--- config.mk ---
export PLATFORM = sky130hd
export DESIGN_NAME = matmul_tile
export DESIGN_NICKNAME = d
export VERILOG_FILES = /design/src/verilog/matmul_pkg.sv /design/src/verilog/drain_sequencer.sv /design/src/verilog/matmul_tile.sv /design/src/verilog/operand_feeder.sv /design/src/verilog/sat_mac_pe.sv /design/src/verilog/systolic_array.sv
export SDC_FILE = /design/constraint.sdc
export NUM_CORES = 2
export LEC_CHECK = 0
export ABC_AREA = 1
export BUFFER_PORTS_ARGS = -buffer_cell sky130_fd_sc_hd__buf_2
export CAP_MARGIN = 0
export CORE_MARGIN = 1.5
export CORE_UTILIZATION = 45
export CTS_BUF_LIST = sky130_fd_sc_hd__clkbuf_2 sky130_fd_sc_hd__clkbuf_4 sky130_fd_sc_hd__clkbuf_8
export CTS_CLUSTER_DIAMETER = 60
export DETAILED_ROUTE_END_ITERATION = 7
export GPL_TIMING_DRIVEN = 0
export PLACE_DENSITY = 0.63
export SYNTH_ARGS = -nofsm -noshare
export SYNTH_HDL_FRONTEND = slang
export SYNTH_HIERARCHICAL = 1
export SYNTH_SLANG_ARGS = --single-unit
--- constraint.sdc ---
create_clock -name clk -period 4.79 [get_ports clk]
set_input_delay 0.958 -clock clk [delete_from_list [all_inputs] [get_ports clk]]
set_output_delay 0.958 -clock clk [all_outputs]
set_load 0.005 [all_outputs]
--- src/verilog/matmul_pkg.sv ---
package matmul_pkg;

  ////////////////////////////////////////////////////////////
  // Data and array geometry
  ////////////////////////////////////////////////////////////

  // One matrix element, signed two's complement
  localparam int DWIDTH = 8;

  // Array is MAT_SIZE x MAT_SIZE processing elements
  localparam int MAT_SIZE = 4;
  localparam int LOG2_MAT_SIZE = 2;

  // One memory word carries a full column or row
  localparam int ROW_WIDTH = MAT_SIZE * DWIDTH;

  // All sixteen accumulators side by side, row major
  localparam int ACC_WIDTH = MAT_SIZE * MAT_SIZE * DWIDTH;

  ////////////////////////////////////////////////////////////
  // Memory side
  ////////////////////////////////////////////////////////////

  // Word address width of the A, B and C ports
  localparam int AWIDTH = 10;

  // Address in to data out, in clock cycles
  localparam int MEM_LATENCY = 2;

  ////////////////////////////////////////////////////////////
  // Job timing
  ////////////////////////////////////////////////////////////

  // Operands in to accumulator updated inside one PE
  localparam int MAC_STAGES = 3;

  // Shared time base width; the counter saturates at all ones
  localparam int CYCLE_WIDTH = 8;

  // Count at which the done pulse is issued
  localparam int DONE_CYCLE = 4 * MAT_SIZE + 3;

endpackage

--- src/verilog/drain_sequencer.sv ---
module drain_sequencer #(
  parameter int MEM_LAT = matmul_pkg::MEM_LATENCY
) (
  input  logic                               clk,
  input  logic                               reset,
  input  logic                               i_start,
  input  logic [matmul_pkg::AWIDTH-1:0]      i_base_c,
  input  logic [matmul_pkg::ACC_WIDTH-1:0]   i_acc_flat,
  output logic [matmul_pkg::CYCLE_WIDTH-1:0] o_cycle,
  output logic                               o_clear,
  output logic [matmul_pkg::AWIDTH-1:0]      o_c_addr,
  output logic [matmul_pkg::ROW_WIDTH-1:0]   o_c_data,
  output logic                               o_c_valid,
  output logic                               o_done
);

  import matmul_pkg::*;

  // Last operand pair reaches PE (N-1,N-1) after 2(N-1) hops, then the MAC pipe
  localparam int CAPTURE_CYCLE = MAT_SIZE + 2 * (MAT_SIZE - 1) + MEM_LAT + MAC_STAGES;
  localparam logic [LOG2_MAT_SIZE-1:0] LAST_COL = LOG2_MAT_SIZE'(MAT_SIZE - 1);

  logic                     running;
  logic                     capturing;
  logic                     capture_now;
  logic [LOG2_MAT_SIZE-1:0] col_sel;
  logic [AWIDTH-1:0]        col_off;
  logic [ROW_WIDTH-1:0]     col_word;

  ////////////////////////////////////////////////////////////
  // Cycle counter and done pulse
  ////////////////////////////////////////////////////////////

  always_ff @(posedge clk) begin
    if (reset || !i_start) begin
      running <= 1'b0;
      o_cycle <= '0;
      o_done  <= 1'b0;
    end else begin
      running <= 1'b1;
      // Saturates so a long held start never replays the job
      if (running && (o_cycle != '1)) begin
        o_cycle <= o_cycle + 1'b1;
      end
      o_done <= running && (o_cycle == CYCLE_WIDTH'(DONE_CYCLE));
    end
  end

  // Array is held clear whenever no job is running
  assign o_clear = reset || !i_start;

  ////////////////////////////////////////////////////////////
  // Result column capture
  ////////////////////////////////////////////////////////////

  assign capture_now = capturing || (o_cycle == CYCLE_WIDTH'(CAPTURE_CYCLE));

  // Column j gathers lane i from accumulator (i,j)
  always_comb begin
    for (int r = 0; r < MAT_SIZE; r++) begin
      col_word[r*DWIDTH +: DWIDTH] = i_acc_flat[(r*MAT_SIZE + col_sel)*DWIDTH +: DWIDTH];
    end
  end

  assign col_off = AWIDTH'(col_sel) << LOG2_MAT_SIZE;

  always_ff @(posedge clk) begin
    if (reset || !i_start) begin
      capturing <= 1'b0;
      col_sel   <= '0;
      o_c_valid <= 1'b0;
    end else if (capture_now) begin
      capturing <= (col_sel != LAST_COL);
      col_sel   <= col_sel + 1'b1;
      o_c_valid <= 1'b1;
    end else begin
      o_c_valid <= 1'b0;
    end
  end

  always_ff @(posedge clk) begin
    if (capture_now) begin
      o_c_data <= col_word;
      o_c_addr <= i_base_c + col_off;
    end
  end

  // Last column must be out before done, which fails if MEM_LAT moves capture too late
  assert property (@(posedge clk) disable iff (reset) !(o_c_valid && o_done));

endmodule

--- src/verilog/matmul_tile.sv ---
module matmul_tile #(
  parameter int MEM_LAT = matmul_pkg::MEM_LATENCY
) (
  input  logic                             clk,
  input  logic                             reset,
  input  logic                             i_start,
  input  logic [matmul_pkg::AWIDTH-1:0]    i_base_a,
  input  logic [matmul_pkg::AWIDTH-1:0]    i_base_b,
  input  logic [matmul_pkg::AWIDTH-1:0]    i_base_c,
  input  logic [matmul_pkg::ROW_WIDTH-1:0] i_a_data,
  input  logic [matmul_pkg::ROW_WIDTH-1:0] i_b_data,
  output logic [matmul_pkg::AWIDTH-1:0]    o_a_addr,
  output logic [matmul_pkg::AWIDTH-1:0]    o_b_addr,
  output logic                             o_a_rd_en,
  output logic                             o_b_rd_en,
  output logic [matmul_pkg::AWIDTH-1:0]    o_c_addr,
  output logic [matmul_pkg::ROW_WIDTH-1:0] o_c_data,
  output logic                             o_c_valid,
  output logic                             o_done
);

  import matmul_pkg::*;

  logic [CYCLE_WIDTH-1:0] cycle;
  logic                   array_clear;
  logic [ROW_WIDTH-1:0]   a_lanes;
  logic [ROW_WIDTH-1:0]   b_lanes;
  logic [ACC_WIDTH-1:0]   acc_flat;

  ////////////////////////////////////////////////////////////
  // Operand feeders, A columns and B rows
  ////////////////////////////////////////////////////////////

  operand_feeder #(.MEM_LAT(MEM_LAT)) u_feed_a (
    .clk        (clk),
    .reset      (reset),
    .i_start    (i_start),
    .i_cycle    (cycle),
    .i_base     (i_base_a),
    .i_mem_data (i_a_data),
    .o_addr     (o_a_addr),
    .o_rd_en    (o_a_rd_en),
    .o_lanes    (a_lanes)
  );

  operand_feeder #(.MEM_LAT(MEM_LAT)) u_feed_b (
    .clk        (clk),
    .reset      (reset),
    .i_start    (i_start),
    .i_cycle    (cycle),
    .i_base     (i_base_b),
    .i_mem_data (i_b_data),
    .o_addr     (o_b_addr),
    .o_rd_en    (o_b_rd_en),
    .o_lanes    (b_lanes)
  );

  ////////////////////////////////////////////////////////////
  // Array and result drain
  ////////////////////////////////////////////////////////////

  systolic_array u_array (
    .clk        (clk),
    .i_clear    (array_clear),
    .i_a_lanes  (a_lanes),
    .i_b_lanes  (b_lanes),
    .o_acc_flat (acc_flat)
  );

  drain_sequencer #(.MEM_LAT(MEM_LAT)) u_drain (
    .clk        (clk),
    .reset      (reset),
    .i_start    (i_start),
    .i_base_c   (i_base_c),
    .i_acc_flat (acc_flat),
    .o_cycle    (cycle),
    .o_clear    (array_clear),
    .o_c_addr   (o_c_addr),
    .o_c_data   (o_c_data),
    .o_c_valid  (o_c_valid),
    .o_done     (o_done)
  );

endmodule

--- src/verilog/operand_feeder.sv ---
module operand_feeder #(
  parameter int MEM_LAT = matmul_pkg::MEM_LATENCY
) (
  input  logic                               clk,
  input  logic                               reset,
  input  logic                               i_start,
  input  logic [matmul_pkg::CYCLE_WIDTH-1:0] i_cycle,
  input  logic [matmul_pkg::AWIDTH-1:0]      i_base,
  input  logic [matmul_pkg::ROW_WIDTH-1:0]   i_mem_data,
  output logic [matmul_pkg::AWIDTH-1:0]      o_addr,
  output logic                               o_rd_en,
  output logic [matmul_pkg::ROW_WIDTH-1:0]   o_lanes
);

  import matmul_pkg::*;

  logic                 run_q;
  logic                 in_window;
  logic [AWIDTH-1:0]    stride_off;
  logic [MEM_LAT-1:0]   lat_pipe;
  logic                 data_valid;
  logic [ROW_WIDTH-1:0] masked;

  ////////////////////////////////////////////////////////////
  // Fetch window and address stride
  ////////////////////////////////////////////////////////////

  // Count sits at 0 for one extra cycle while the job starts up
  always_ff @(posedge clk) begin
    if (reset) begin
      run_q <= 1'b0;
    end else begin
      run_q <= i_start;
    end
  end

  assign in_window = (i_cycle < CYCLE_WIDTH'(MAT_SIZE));
  assign o_rd_en = run_q && in_window;

  // Word k lives at base + k*N
  assign stride_off = AWIDTH'(i_cycle[LOG2_MAT_SIZE-1:0]) << LOG2_MAT_SIZE;
  assign o_addr = i_base + stride_off;

  ////////////////////////////////////////////////////////////
  // Memory latency tracking and valid masking
  ////////////////////////////////////////////////////////////

  always_ff @(posedge clk) begin
    if (reset || !i_start) begin
      lat_pipe <= '0;
    end else begin
      lat_pipe[0] <= o_rd_en;
      for (int s = 1; s < MEM_LAT; s++) begin
        lat_pipe[s] <= lat_pipe[s-1];
      end
    end
  end

  assign data_valid = lat_pipe[MEM_LAT-1];

  // Zero lanes keep the accumulators untouched outside the window
  assign masked = i_mem_data & {ROW_WIDTH{data_valid}};

  ////////////////////////////////////////////////////////////
  // Triangular skew, lane i delayed by i cycles
  ////////////////////////////////////////////////////////////

  for (genvar i = 0; i < MAT_SIZE; i++) begin : g_lane
    if (i == 0) begin : g_direct
      assign o_lanes[DWIDTH-1:0] = masked[DWIDTH-1:0];
    end else begin : g_delay
      logic [DWIDTH-1:0] dly [i];

      // Flushed on restart so an aborted job leaves nothing behind
      always_ff @(posedge clk) begin
        if (reset || !i_start) begin
          for (int s = 0; s < i; s++) begin
            dly[s] <= '0;
          end
        end else begin
          dly[0] <= masked[i*DWIDTH +: DWIDTH];
          for (int s = 1; s < i; s++) begin
            dly[s] <= dly[s-1];
          end
        end
      end

      assign o_lanes[i*DWIDTH +: DWIDTH] = dly[i-1];
    end
  end

  // A fetch burst is over by count N, N cycles after it began
  assert property (@(posedge clk) disable iff (reset || !i_start)
    $rose(o_rd_en) |-> ##MAT_SIZE !o_rd_en);

endmodule

--- src/verilog/sat_mac_pe.sv ---
module sat_mac_pe (
  input  logic                          clk,
  input  logic                          i_clear,
  input  logic [matmul_pkg::DWIDTH-1:0] i_a,
  input  logic [matmul_pkg::DWIDTH-1:0] i_b,
  output logic [matmul_pkg::DWIDTH-1:0] o_a,
  output logic [matmul_pkg::DWIDTH-1:0] o_b,
  output logic [matmul_pkg::DWIDTH-1:0] o_acc
);

  import matmul_pkg::*;

  localparam int PROD_W = 2 * DWIDTH;
  localparam logic signed [PROD_W-1:0] PROD_MAX = 2 ** (DWIDTH - 1) - 1;
  localparam logic signed [PROD_W-1:0] PROD_MIN = -(2 ** (DWIDTH - 1));

  logic signed [DWIDTH-1:0] a_q;
  logic signed [DWIDTH-1:0] b_q;
  logic signed [PROD_W-1:0] mult_full;
  logic signed [PROD_W-1:0] prod_q;
  logic signed [PROD_W-1:0] sat_ext;
  logic                     pos_ovf;
  logic                     neg_ovf;
  logic [DWIDTH-1:0]        sat_prod;
  logic [DWIDTH-1:0]        acc_q;

  ////////////////////////////////////////////////////////////
  // Operand, product and accumulator stages
  ////////////////////////////////////////////////////////////

  always_ff @(posedge clk) begin
    if (i_clear) begin
      a_q    <= '0;
      b_q    <= '0;
      prod_q <= '0;
      acc_q  <= '0;
    end else begin
      a_q    <= i_a;
      b_q    <= i_b;
      prod_q <= mult_full;
      // Accumulator wraps on purpose
      acc_q  <= acc_q + sat_prod;
    end
  end

  // Full precision signed product
  assign mult_full = a_q * b_q;

  ////////////////////////////////////////////////////////////
  // Saturate the registered product to DWIDTH bits
  ////////////////////////////////////////////////////////////

  // Overflow when the upper bits differ from the sign
  assign pos_ovf = !prod_q[PROD_W-1] && (|prod_q[PROD_W-2:DWIDTH-1]);
  assign neg_ovf = prod_q[PROD_W-1] && !(&prod_q[PROD_W-2:DWIDTH-1]);

  assign sat_prod = pos_ovf ? {1'b0, {(DWIDTH-1){1'b1}}} :
                    neg_ovf ? {1'b1, {(DWIDTH-1){1'b0}}} :
                    prod_q[DWIDTH-1:0];

  assign sat_ext = {{DWIDTH{sat_prod[DWIDTH-1]}}, sat_prod};

  // Operands move on to the neighbours one cycle later
  assign o_a   = a_q;
  assign o_b   = b_q;
  assign o_acc = acc_q;

  // Saturated value is the product of the previous cycle clamped to the signed range
  assert property (@(posedge clk) !$past(i_clear) |->
    sat_ext == (($past(mult_full) > PROD_MAX) ? PROD_MAX :
                ($past(mult_full) < PROD_MIN) ? PROD_MIN : $past(mult_full)));

endmodule

--- src/verilog/systolic_array.sv ---
module systolic_array (
  input  logic                             clk,
  input  logic                             i_clear,
  input  logic [matmul_pkg::ROW_WIDTH-1:0] i_a_lanes,
  input  logic [matmul_pkg::ROW_WIDTH-1:0] i_b_lanes,
  output logic [matmul_pkg::ACC_WIDTH-1:0] o_acc_flat
);

  import matmul_pkg::*;

  // A runs left to right, one extra column for the far edge
  logic [DWIDTH-1:0] a_h [MAT_SIZE][MAT_SIZE+1];
  // B runs top to bottom, one extra row for the far edge
  logic [DWIDTH-1:0] b_v [MAT_SIZE+1][MAT_SIZE];

  ////////////////////////////////////////////////////////////
  // Edge feeds
  ////////////////////////////////////////////////////////////

  for (genvar r = 0; r < MAT_SIZE; r++) begin : g_a_edge
    assign a_h[r][0] = i_a_lanes[r*DWIDTH +: DWIDTH];
  end

  for (genvar c = 0; c < MAT_SIZE; c++) begin : g_b_edge
    assign b_v[0][c] = i_b_lanes[c*DWIDTH +: DWIDTH];
  end

  ////////////////////////////////////////////////////////////
  // PE grid
  ////////////////////////////////////////////////////////////

  for (genvar r = 0; r < MAT_SIZE; r++) begin : g_row
    for (genvar c = 0; c < MAT_SIZE; c++) begin : g_col
      // Accumulator (r,c) lands at row major slot r*N+c
      sat_mac_pe u_pe (
        .clk     (clk),
        .i_clear (i_clear),
        .i_a     (a_h[r][c]),
        .i_b     (b_v[r][c]),
        .o_a     (a_h[r][c+1]),
        .o_b     (b_v[r+1][c]),
        .o_acc   (o_acc_flat[(r*MAT_SIZE+c)*DWIDTH +: DWIDTH])
      );
    end
  end

endmodule
## After elaboration in Yosys (flattened, before gate mapping)

Memories as Yosys holds them, arrays and structs flattened. A register that Yosys moved wholly into a read port is not among the register bits.
Cells that the tools add are included.

| word-level totals | value |
|---|---|
| memory bits (writable) | 96 |
| bits of input ports | 97 |
| bits in registers | 653 |
| word-level logic and storage cells | 290 |
| memories kept | 6 |

| operators by class | value |
|---|---|
| add/sub/neg operators | 24 |
| mux-type cells | 50 |
| eq/ne operators | 4 |
| shifts and indexed selects | 4 |
| reductions and logical operators | 104 |
| multipliers | 16 |
| bitwise operators | 12 |
| magnitude comparators | 1 |

Memories:

| memory | depth | width | rd ports | clocked after Yosys merged registers in | write ports | RTL line | text |
|---|---|---|---|---|---|---|---|
| u_feed_a.g_lane[3].g_delay.dly | 3 | 8 | 3 | 1 | 3 | operand_feeder.sv:72 | `logic [DWIDTH-1:0] dly [i];` |
| u_feed_b.g_lane[3].g_delay.dly | 3 | 8 | 3 | 1 | 3 | operand_feeder.sv:72 |  |
| u_feed_a.g_lane[2].g_delay.dly | 2 | 8 | 2 | 1 | 2 | operand_feeder.sv:72 |  |
| u_feed_b.g_lane[2].g_delay.dly | 2 | 8 | 2 | 1 | 2 | operand_feeder.sv:72 |  |
| u_feed_a.g_lane[1].g_delay.dly | 1 | 8 | 1 | 1 | 1 | operand_feeder.sv:72 |  |
| u_feed_b.g_lane[1].g_delay.dly | 1 | 8 | 1 | 1 | 1 | operand_feeder.sv:72 |  |

Operators with widths:

| kind | count |
|---|---|
| 128-bit by 33-bit indexed part select with 8-bit output | 3 |
| 8-bit 2-to-1 mux | 44 |
| 8-bit by 8-bit multiplier with 16-bit output | 16 |
| 8-bit OR reduction | 18 |
| 8-bit adder | 16 |
| 8-bit AND reduction | 16 |
| 128-bit by 6-bit indexed part select with 8-bit output | 1 |
| 32-bit bitwise AND | 2 |
| 1-bit logical AND | 35 |
| 1-bit logical NOT | 33 |
| 10-bit by 4-bit adder with 10-bit output | 3 |
| 4-bit by 2-bit adder with 5-bit output, first input constant | 2 |
| 1-bit bitwise OR | 10 |
| 8-bit by 1-bit adder with 8-bit output, second input constant | 1 |
| 8-bit by 4-bit == test with 1-bit output, second input constant | 1 |
| 8-bit by 5-bit == test with 1-bit output, second input constant | 1 |
| 8-bit by 3-bit less-than comparator with 1-bit output, second input constant | 1 |
| 8-bit != test, second input constant | 1 |
| 1-bit 2-to-1 mux | 6 |
| 3-bit by 2-bit adder with 4-bit output, first input constant | 1 |
| 2-bit by 1-bit adder with 2-bit output, second input constant | 1 |
| 1-bit logical OR | 2 |
| 2-bit != test, second input constant | 1 |

## Depth between registers and ports, before layout

| logic depth | value |
|---|---|
| word-level depth | 6 |
| depth in mapped cells | 23 |

## Cells and area by module

The synthesis kept the hierarchy.

By module, submodules not included:

| module | cells an instance | seq. area each (um^2) | area an instance (um^2) | instances |
|---|---|---|---|---|
| sat_mac_pe (u_array.g_row[1].g_col[2].u_pe ...) | 570 | 800.8 | 4202.8 | 6 |
| sat_mac_pe (u_array.g_row[0].g_col[0].u_pe ...) | 589 | 800.8 | 4276.6 | 5 |
| sat_mac_pe (u_array.g_row[3].g_col[1].u_pe ...) | 563 | 800.8 | 4156.5 | 2 |
| sat_mac_pe (u_array.g_row[3].g_col[0].u_pe) | 596 | 800.8 | 4302.9 | 1 |
| sat_mac_pe (u_array.g_row[1].g_col[1].u_pe) | 590 | 800.8 | 4264.1 | 1 |
| sat_mac_pe (u_array.g_row[3].g_col[3].u_pe) | 562 | 800.8 | 4162.7 | 1 |
| operand_feeder | 247 | 1021.0 | 1985.7 | 2 |
| drain_sequencer | 349 | 1541.5 | 2990.4 | 1 |

## Worst setup path after synthesis

Ideal clock, no wire load.

| path | value |
|---|---|
| kind | reg-to-reg |
| start | reg u_array.g_row[0].g_col[0].u_pe.b_q[2] |
| end | reg u_array.g_row[0].g_col[0].u_pe.prod_q[14] |
| data arrival time | 4008 ps |
| path slack | 720 ps |
| cell stages (with the launch flop) | 19 |
| clock period less this slack | 4070 ps |
| setup time | 62 ps |
| cell sequence | dfxtp_1 clkbuf_1 nand2_1 inv_1 fa_1 inv_1 fa_1 inv_1 fa_1 inv_1 fa_1 inv_1 ha_1 a21o_1 a21boi_2 nand3_1 nand2_1 clkinv_1 nor2_2 |

| on the way | value |
|---|---|
| cells in the longest elaborated chain, start to end | 1 |

RTL lines:

| item | RTL line | text |
|---|---|---|
| start, declared | sat_mac_pe.sv:18 | `logic signed [DWIDTH-1:0] b_q;` |
| start signal, assigned | sat_mac_pe.sv:39 | `b_q <= i_b;` |
| 8-bit by 8-bit multiplier with 16-bit output | sat_mac_pe.sv:47 | `assign mult_full = a_q * b_q;` |
| end signal, assigned | sat_mac_pe.sv:40 | `prod_q <= mult_full;` |
| end, declared | sat_mac_pe.sv:20 | `logic signed [PROD_W-1:0] prod_q;` |

No other way between the ends.
A chain may end at the register's enable or synchronous reset.

## Final worst setup path

| path | value |
|---|---|
| start | reg u_array.g_row[0].g_col[3].u_pe.b_q[2] (read register of u_feed_b.g_lane[3].g_delay.dly) |
| end | reg u_array.g_row[0].g_col[3].u_pe.prod_q[14] |

| on the way | value |
|---|---|
| cells in the longest elaborated chain, start to end | 1 |

RTL lines:

| item | RTL line |
|---|---|
| start, declared | sat_mac_pe.sv:18 |
| 8-bit by 8-bit multiplier with 16-bit output | sat_mac_pe.sv:47 |
| end signal, assigned | sat_mac_pe.sv:40 |
| end, declared | sat_mac_pe.sv:20 |

No other way between the ends.

==> impl_metrics.csv <==
group,metric,value,unit
die,io_pins,163,
final_layout,final_cell_area,81400,um^2
worst_setup_path,cp_max_fo,8,
place,place_congestion,0.899,
timing,min_period,4.50,ns
detailed_routing,vias_per_cell,4.65,
final_layout,post-route-util,0.494,
power_and_ir_drop,clockPowerShare,0.509,
die,fp-row-count,149,
timing,finalSetupTns,0,ns
worst_setup_path,cp_slowest_stage_delay,0.61,ns
final_layout,regArea,16400,um^2
worst_setup_path,crit_chain,"clkbuf_1, nand2_1, inv_1, fa_1, inv_1, fa_1, inv_1, fa_1, inv_1, fa_1, inv_1, ha_1, a21o_1, a21boi_2, nand3_1, nand2_1, clkinv_1, nor2_2",
clock_network,numCtsBuffers,145,
worst_setup_path,crit_start,"u_array/g_row[0].g_col[3].u_pe/o_b[2]$_SDFF_PP0_",
clock_network,clk_pin_slew,0.06,ns
place,dp_cells,12400,
final_layout,multi_input_area,45000,um^2
synthesis,yosysWarnings,6,
hold_path,min-delay-start,"i_base_c[1]",
synthesis,synth_cell_types,49,
die,core,165000,um^2
timing,worst_pin_slew,1.09,ns
global_routing,grt_pass1_vias,59700,
synthesis,synth_edf_count,42,
clock_network,cts_sinks,798,
timing,skew,0.0457,ns
die,die_w,410,um
final_layout,syn_to_final_growth,9.17,%
timing,period_share,0.939,
power_and_ir_drop,internal_power,11.0,mW
place,place_ws,0.202,ns
timing,drv_slew,0,
worst_setup_path,crit_family,"adder cells",
clock_network,tritoncts,"yes",
worst_setup_path,critPathBufInv,7,
worst_setup_path,critPathLaunchType,"flip-flop",
worst_setup_path,worst_setup_path_end_kind,"flip-flop",
global_routing,antenna_found_initial,10,
synthesis,ys.flop_type,"dfxtp_1",
timing,layout_setup_ws,0.290,ns
final_layout,drive_above_1_share,0.0757,
die,dieArea,168000,um^2
clock_network,cts-htree-levels,4,
worst_setup_path,crit_required,5.61,ns
clock_network,post-cts-setup-buffers,0,
power_and_ir_drop,pwr-share-seq,0.471,
die,start_util,0.453,
global_routing,track_usage,0.217,
global_routing,grt_max_degree,26,
synthesis,synth.ff_latch_count,798,
timing,rsz0062_at_grt,"false",
synthesis,synth_area,74600,um^2
detailed_routing,first_iter_violations,3510,
place,dp_hpwl,152,mm
global_routing,grt_first_pass_wirelength,296,mm
timing,fin_hold_ws,0.263,ns
outcome,status,"finished, final reports clean",
final_layout,final_cell_mix,"inv_1, nand2_1, nor2_1",
clock_network,clock_latency,0.90,ns
detailed_routing,routed_wl,178,mm
timing,hold_viol_final,0,
timing,report.final.setup_viol,0,
final_layout,fill_cells,16300,
worst_setup_path,cp_common_cell,"inv_1",
power_and_ir_drop,power,14.2,mW
detailed_routing,wl_per_cell,14.0,um
detailed_routing,drtPass1Iterations,6,
worst_setup_path,r2r_start,"u_array/g_row[0].g_col[3].u_pe/o_b[2]$_SDFF_PP0_",
hold_path,hold_path_class,"in -> reg",
die,die_h,410,um
final_layout,final_common_cell,"inv_1",
final_layout,nNetsFinal,12000,
final_layout,layout.cells.non_filler,12700,
clock_network,cts_max_path_buffers,3,
power_and_ir_drop,power.leakage,46.2,nW
worst_setup_path,arrival,5.32,ns
power_and_ir_drop,max-vdd-ir-drop,264,uV
detailed_routing,ant_nets,0,
detailed_routing,drc,0,
synthesis,yosysSeqAreaShare,0.220,
place,placed_cell_area,78200,um^2
timing,max_freq,222,MHz
detailed_routing,dr_total_vias,59100,
power_and_ir_drop,cellPowerDensity,175,nW/um^2
clock_network,cts_root_buf,"clkbuf_8",
power_and_ir_drop,p_sw,3.28,mW
synthesis,synthArstFlopShare,0,
flow_run,cap_violations,0,
worst_setup_path,cp_slowest_cell,"fa_1",
place,io_buffers,158,
synthesis,synthCells,10100,
global_routing,grt-ovfl-total,0,
worst_setup_path,critical_path_class,"reg -> reg",
power_and_ir_drop,netSwitchingFraction,0.230,
synthesis,synthesis.nets,11700,
synthesis,post_synth.cell_area_avg,7.40,um^2
power_and_ir_drop,pwr-share-comb,0.020,
timing,relSlewSlack,0.272,
==> power groups by stage <==
stage	registers (mW)	clock network, mW	logic, mW
6_report	6.70	7.24	0.291
3_5_place_dp	6.84	0	0.294
3_3_place_gp	6.84	0	0.290
4_1_cts	6.70	7.44	0.295
5_1_grt	6.69	7.75	0.322
2_1_floorplan	6.84	0	0.155
==> cell type report <==
class | count | share of cell area
buffer | 392 | 0.0232
clock inverter | 57 | 0.00839
antenna | 4 | 0.000123
tap | 2189 | 0.0336
sequential | 798 | 0.201
timing repair buffer | 159 | 0.00996
multi-input combinational | 5865 | 0.552
clock buffer | 204 | 0.0319
inverter | 3025 | 0.139
==> worst register-to-register path, cell delays in order, from the launching register on <==
cell	delay, ns
dfxtp_1	0.32
clkbuf_1	0.22
nand2_1	0.17
inv_1	0.09
fa_1	0.61
inv_1	0.19
fa_1	0.56
inv_1	0.06
fa_1	0.54
inv_1	0.06
fa_1	0.54
inv_1	0.04
ha_1	0.35
a21o_1	0.24
a21boi_2	0.14
nand3_1	0.09
nand2_1	0.07
clkinv_1	0.07
nor2_2	0.10
==> sequential cells by signal, indices dropped and copies added, names as in the netlist <==
signal,flops
u_array/g_row.g_col.u_pe/o_a,128
u_array/g_row.g_col.u_pe/o_acc,128
u_array/g_row.g_col.u_pe/o_b,128
u_array/g_row.g_col.u_pe/prod_q,256
u_drain/capturing,1
u_drain/col_sel,2
u_drain/o_c_addr,10
u_drain/o_c_data,32
u_drain/o_c_valid,1
u_drain/o_cycle,8
u_drain/o_done,1
u_drain/running,1
u_feed_a/g_lane.g_delay.dly,48
u_feed_a/lat_pipe,2
u_feed_a/run_q,1
u_feed_b/g_lane.g_delay.dly,48
u_feed_b/lat_pipe,2
u_feed_b/run_q,1
==> layer usage <==
layer	track usage	wire, um	vias to the layer above
met5	0	0	-
met4	0.0721	5380	0
met3	0.0299	8750	244
met2	0.370	84300	1259
met1	0.281	79300	27800
li1	-	-	29800
==> synthesized netlist by cell type, types with 15 or more instances <==
cell      count  area [um^2]
inv_1      2984        11200
nand2_1    1940         7280
nor2_1      985         3700
fa_1        899        18000
dfxtp_1     756        15100
ha_1        584         7310
a21oi_1     409         2050
clkbuf_1    283         1060
nand3_1     238         1190
o21ai_0     186          931
o21ai_1      86          430
buf_4        71          533
nand2_2      69          432
nand4_1      61          382
a21o_1       60          450
edfxtp_1     42         1260
xnor2_1      42          368
nor2_2       36          225
a21oi_2      34          298
inv_2        34          128
nand3_2      32          320
nor4_1       32          200
o22ai_1      32          200
buf_2        25          125
nor3_1       18         90.1
a31oi_1      17          106
or2_2        16          100
nor3_2       15          150
==> what timing repair did <==
item                                    4_1_cts  5_1_grt
resized for setup                             0        2
hold buffers                                  0        0
endpoints found under the setup margin        0        6
==> cell families (layout without fill, tap and decap cells) <==
family                     after synthesis  after routing  synth area share
and+or+nand+nor                       3466           3466             0.192
buffers and inverters                 3419           3837             0.178
adders and majority gates             1483           1483             0.339
AOI/OAI and AO/OA                      860            860            0.0652
DFF                                    798            798             0.220
xor gates and xnor gates                56             56           0.00657
other                                    0              4                 0
==> path summary, 6_finish.rpt <==
| kind | end | slack, ns | depth (start not counted) |
|---|---|---|---|
| max | u_array/g_row[0].g_col[3].u_pe/prod_q[14]$_SDFF_PP0_ | 0.29 | 18 |
| min | u_drain/o_c_addr[1]$_DFFE_PP_ | 0.26 | 1 |
| max reg2reg | u_array/g_row[0].g_col[3].u_pe/prod_q[14]$_SDFF_PP0_ | 0.29 | 18 |
| min reg2reg | u_feed_b/g_lane[3].g_delay.dly[0][23]$_SDFF_PP0_ | 0.39 | 2 |
Power figures use the tool's default switching activity.
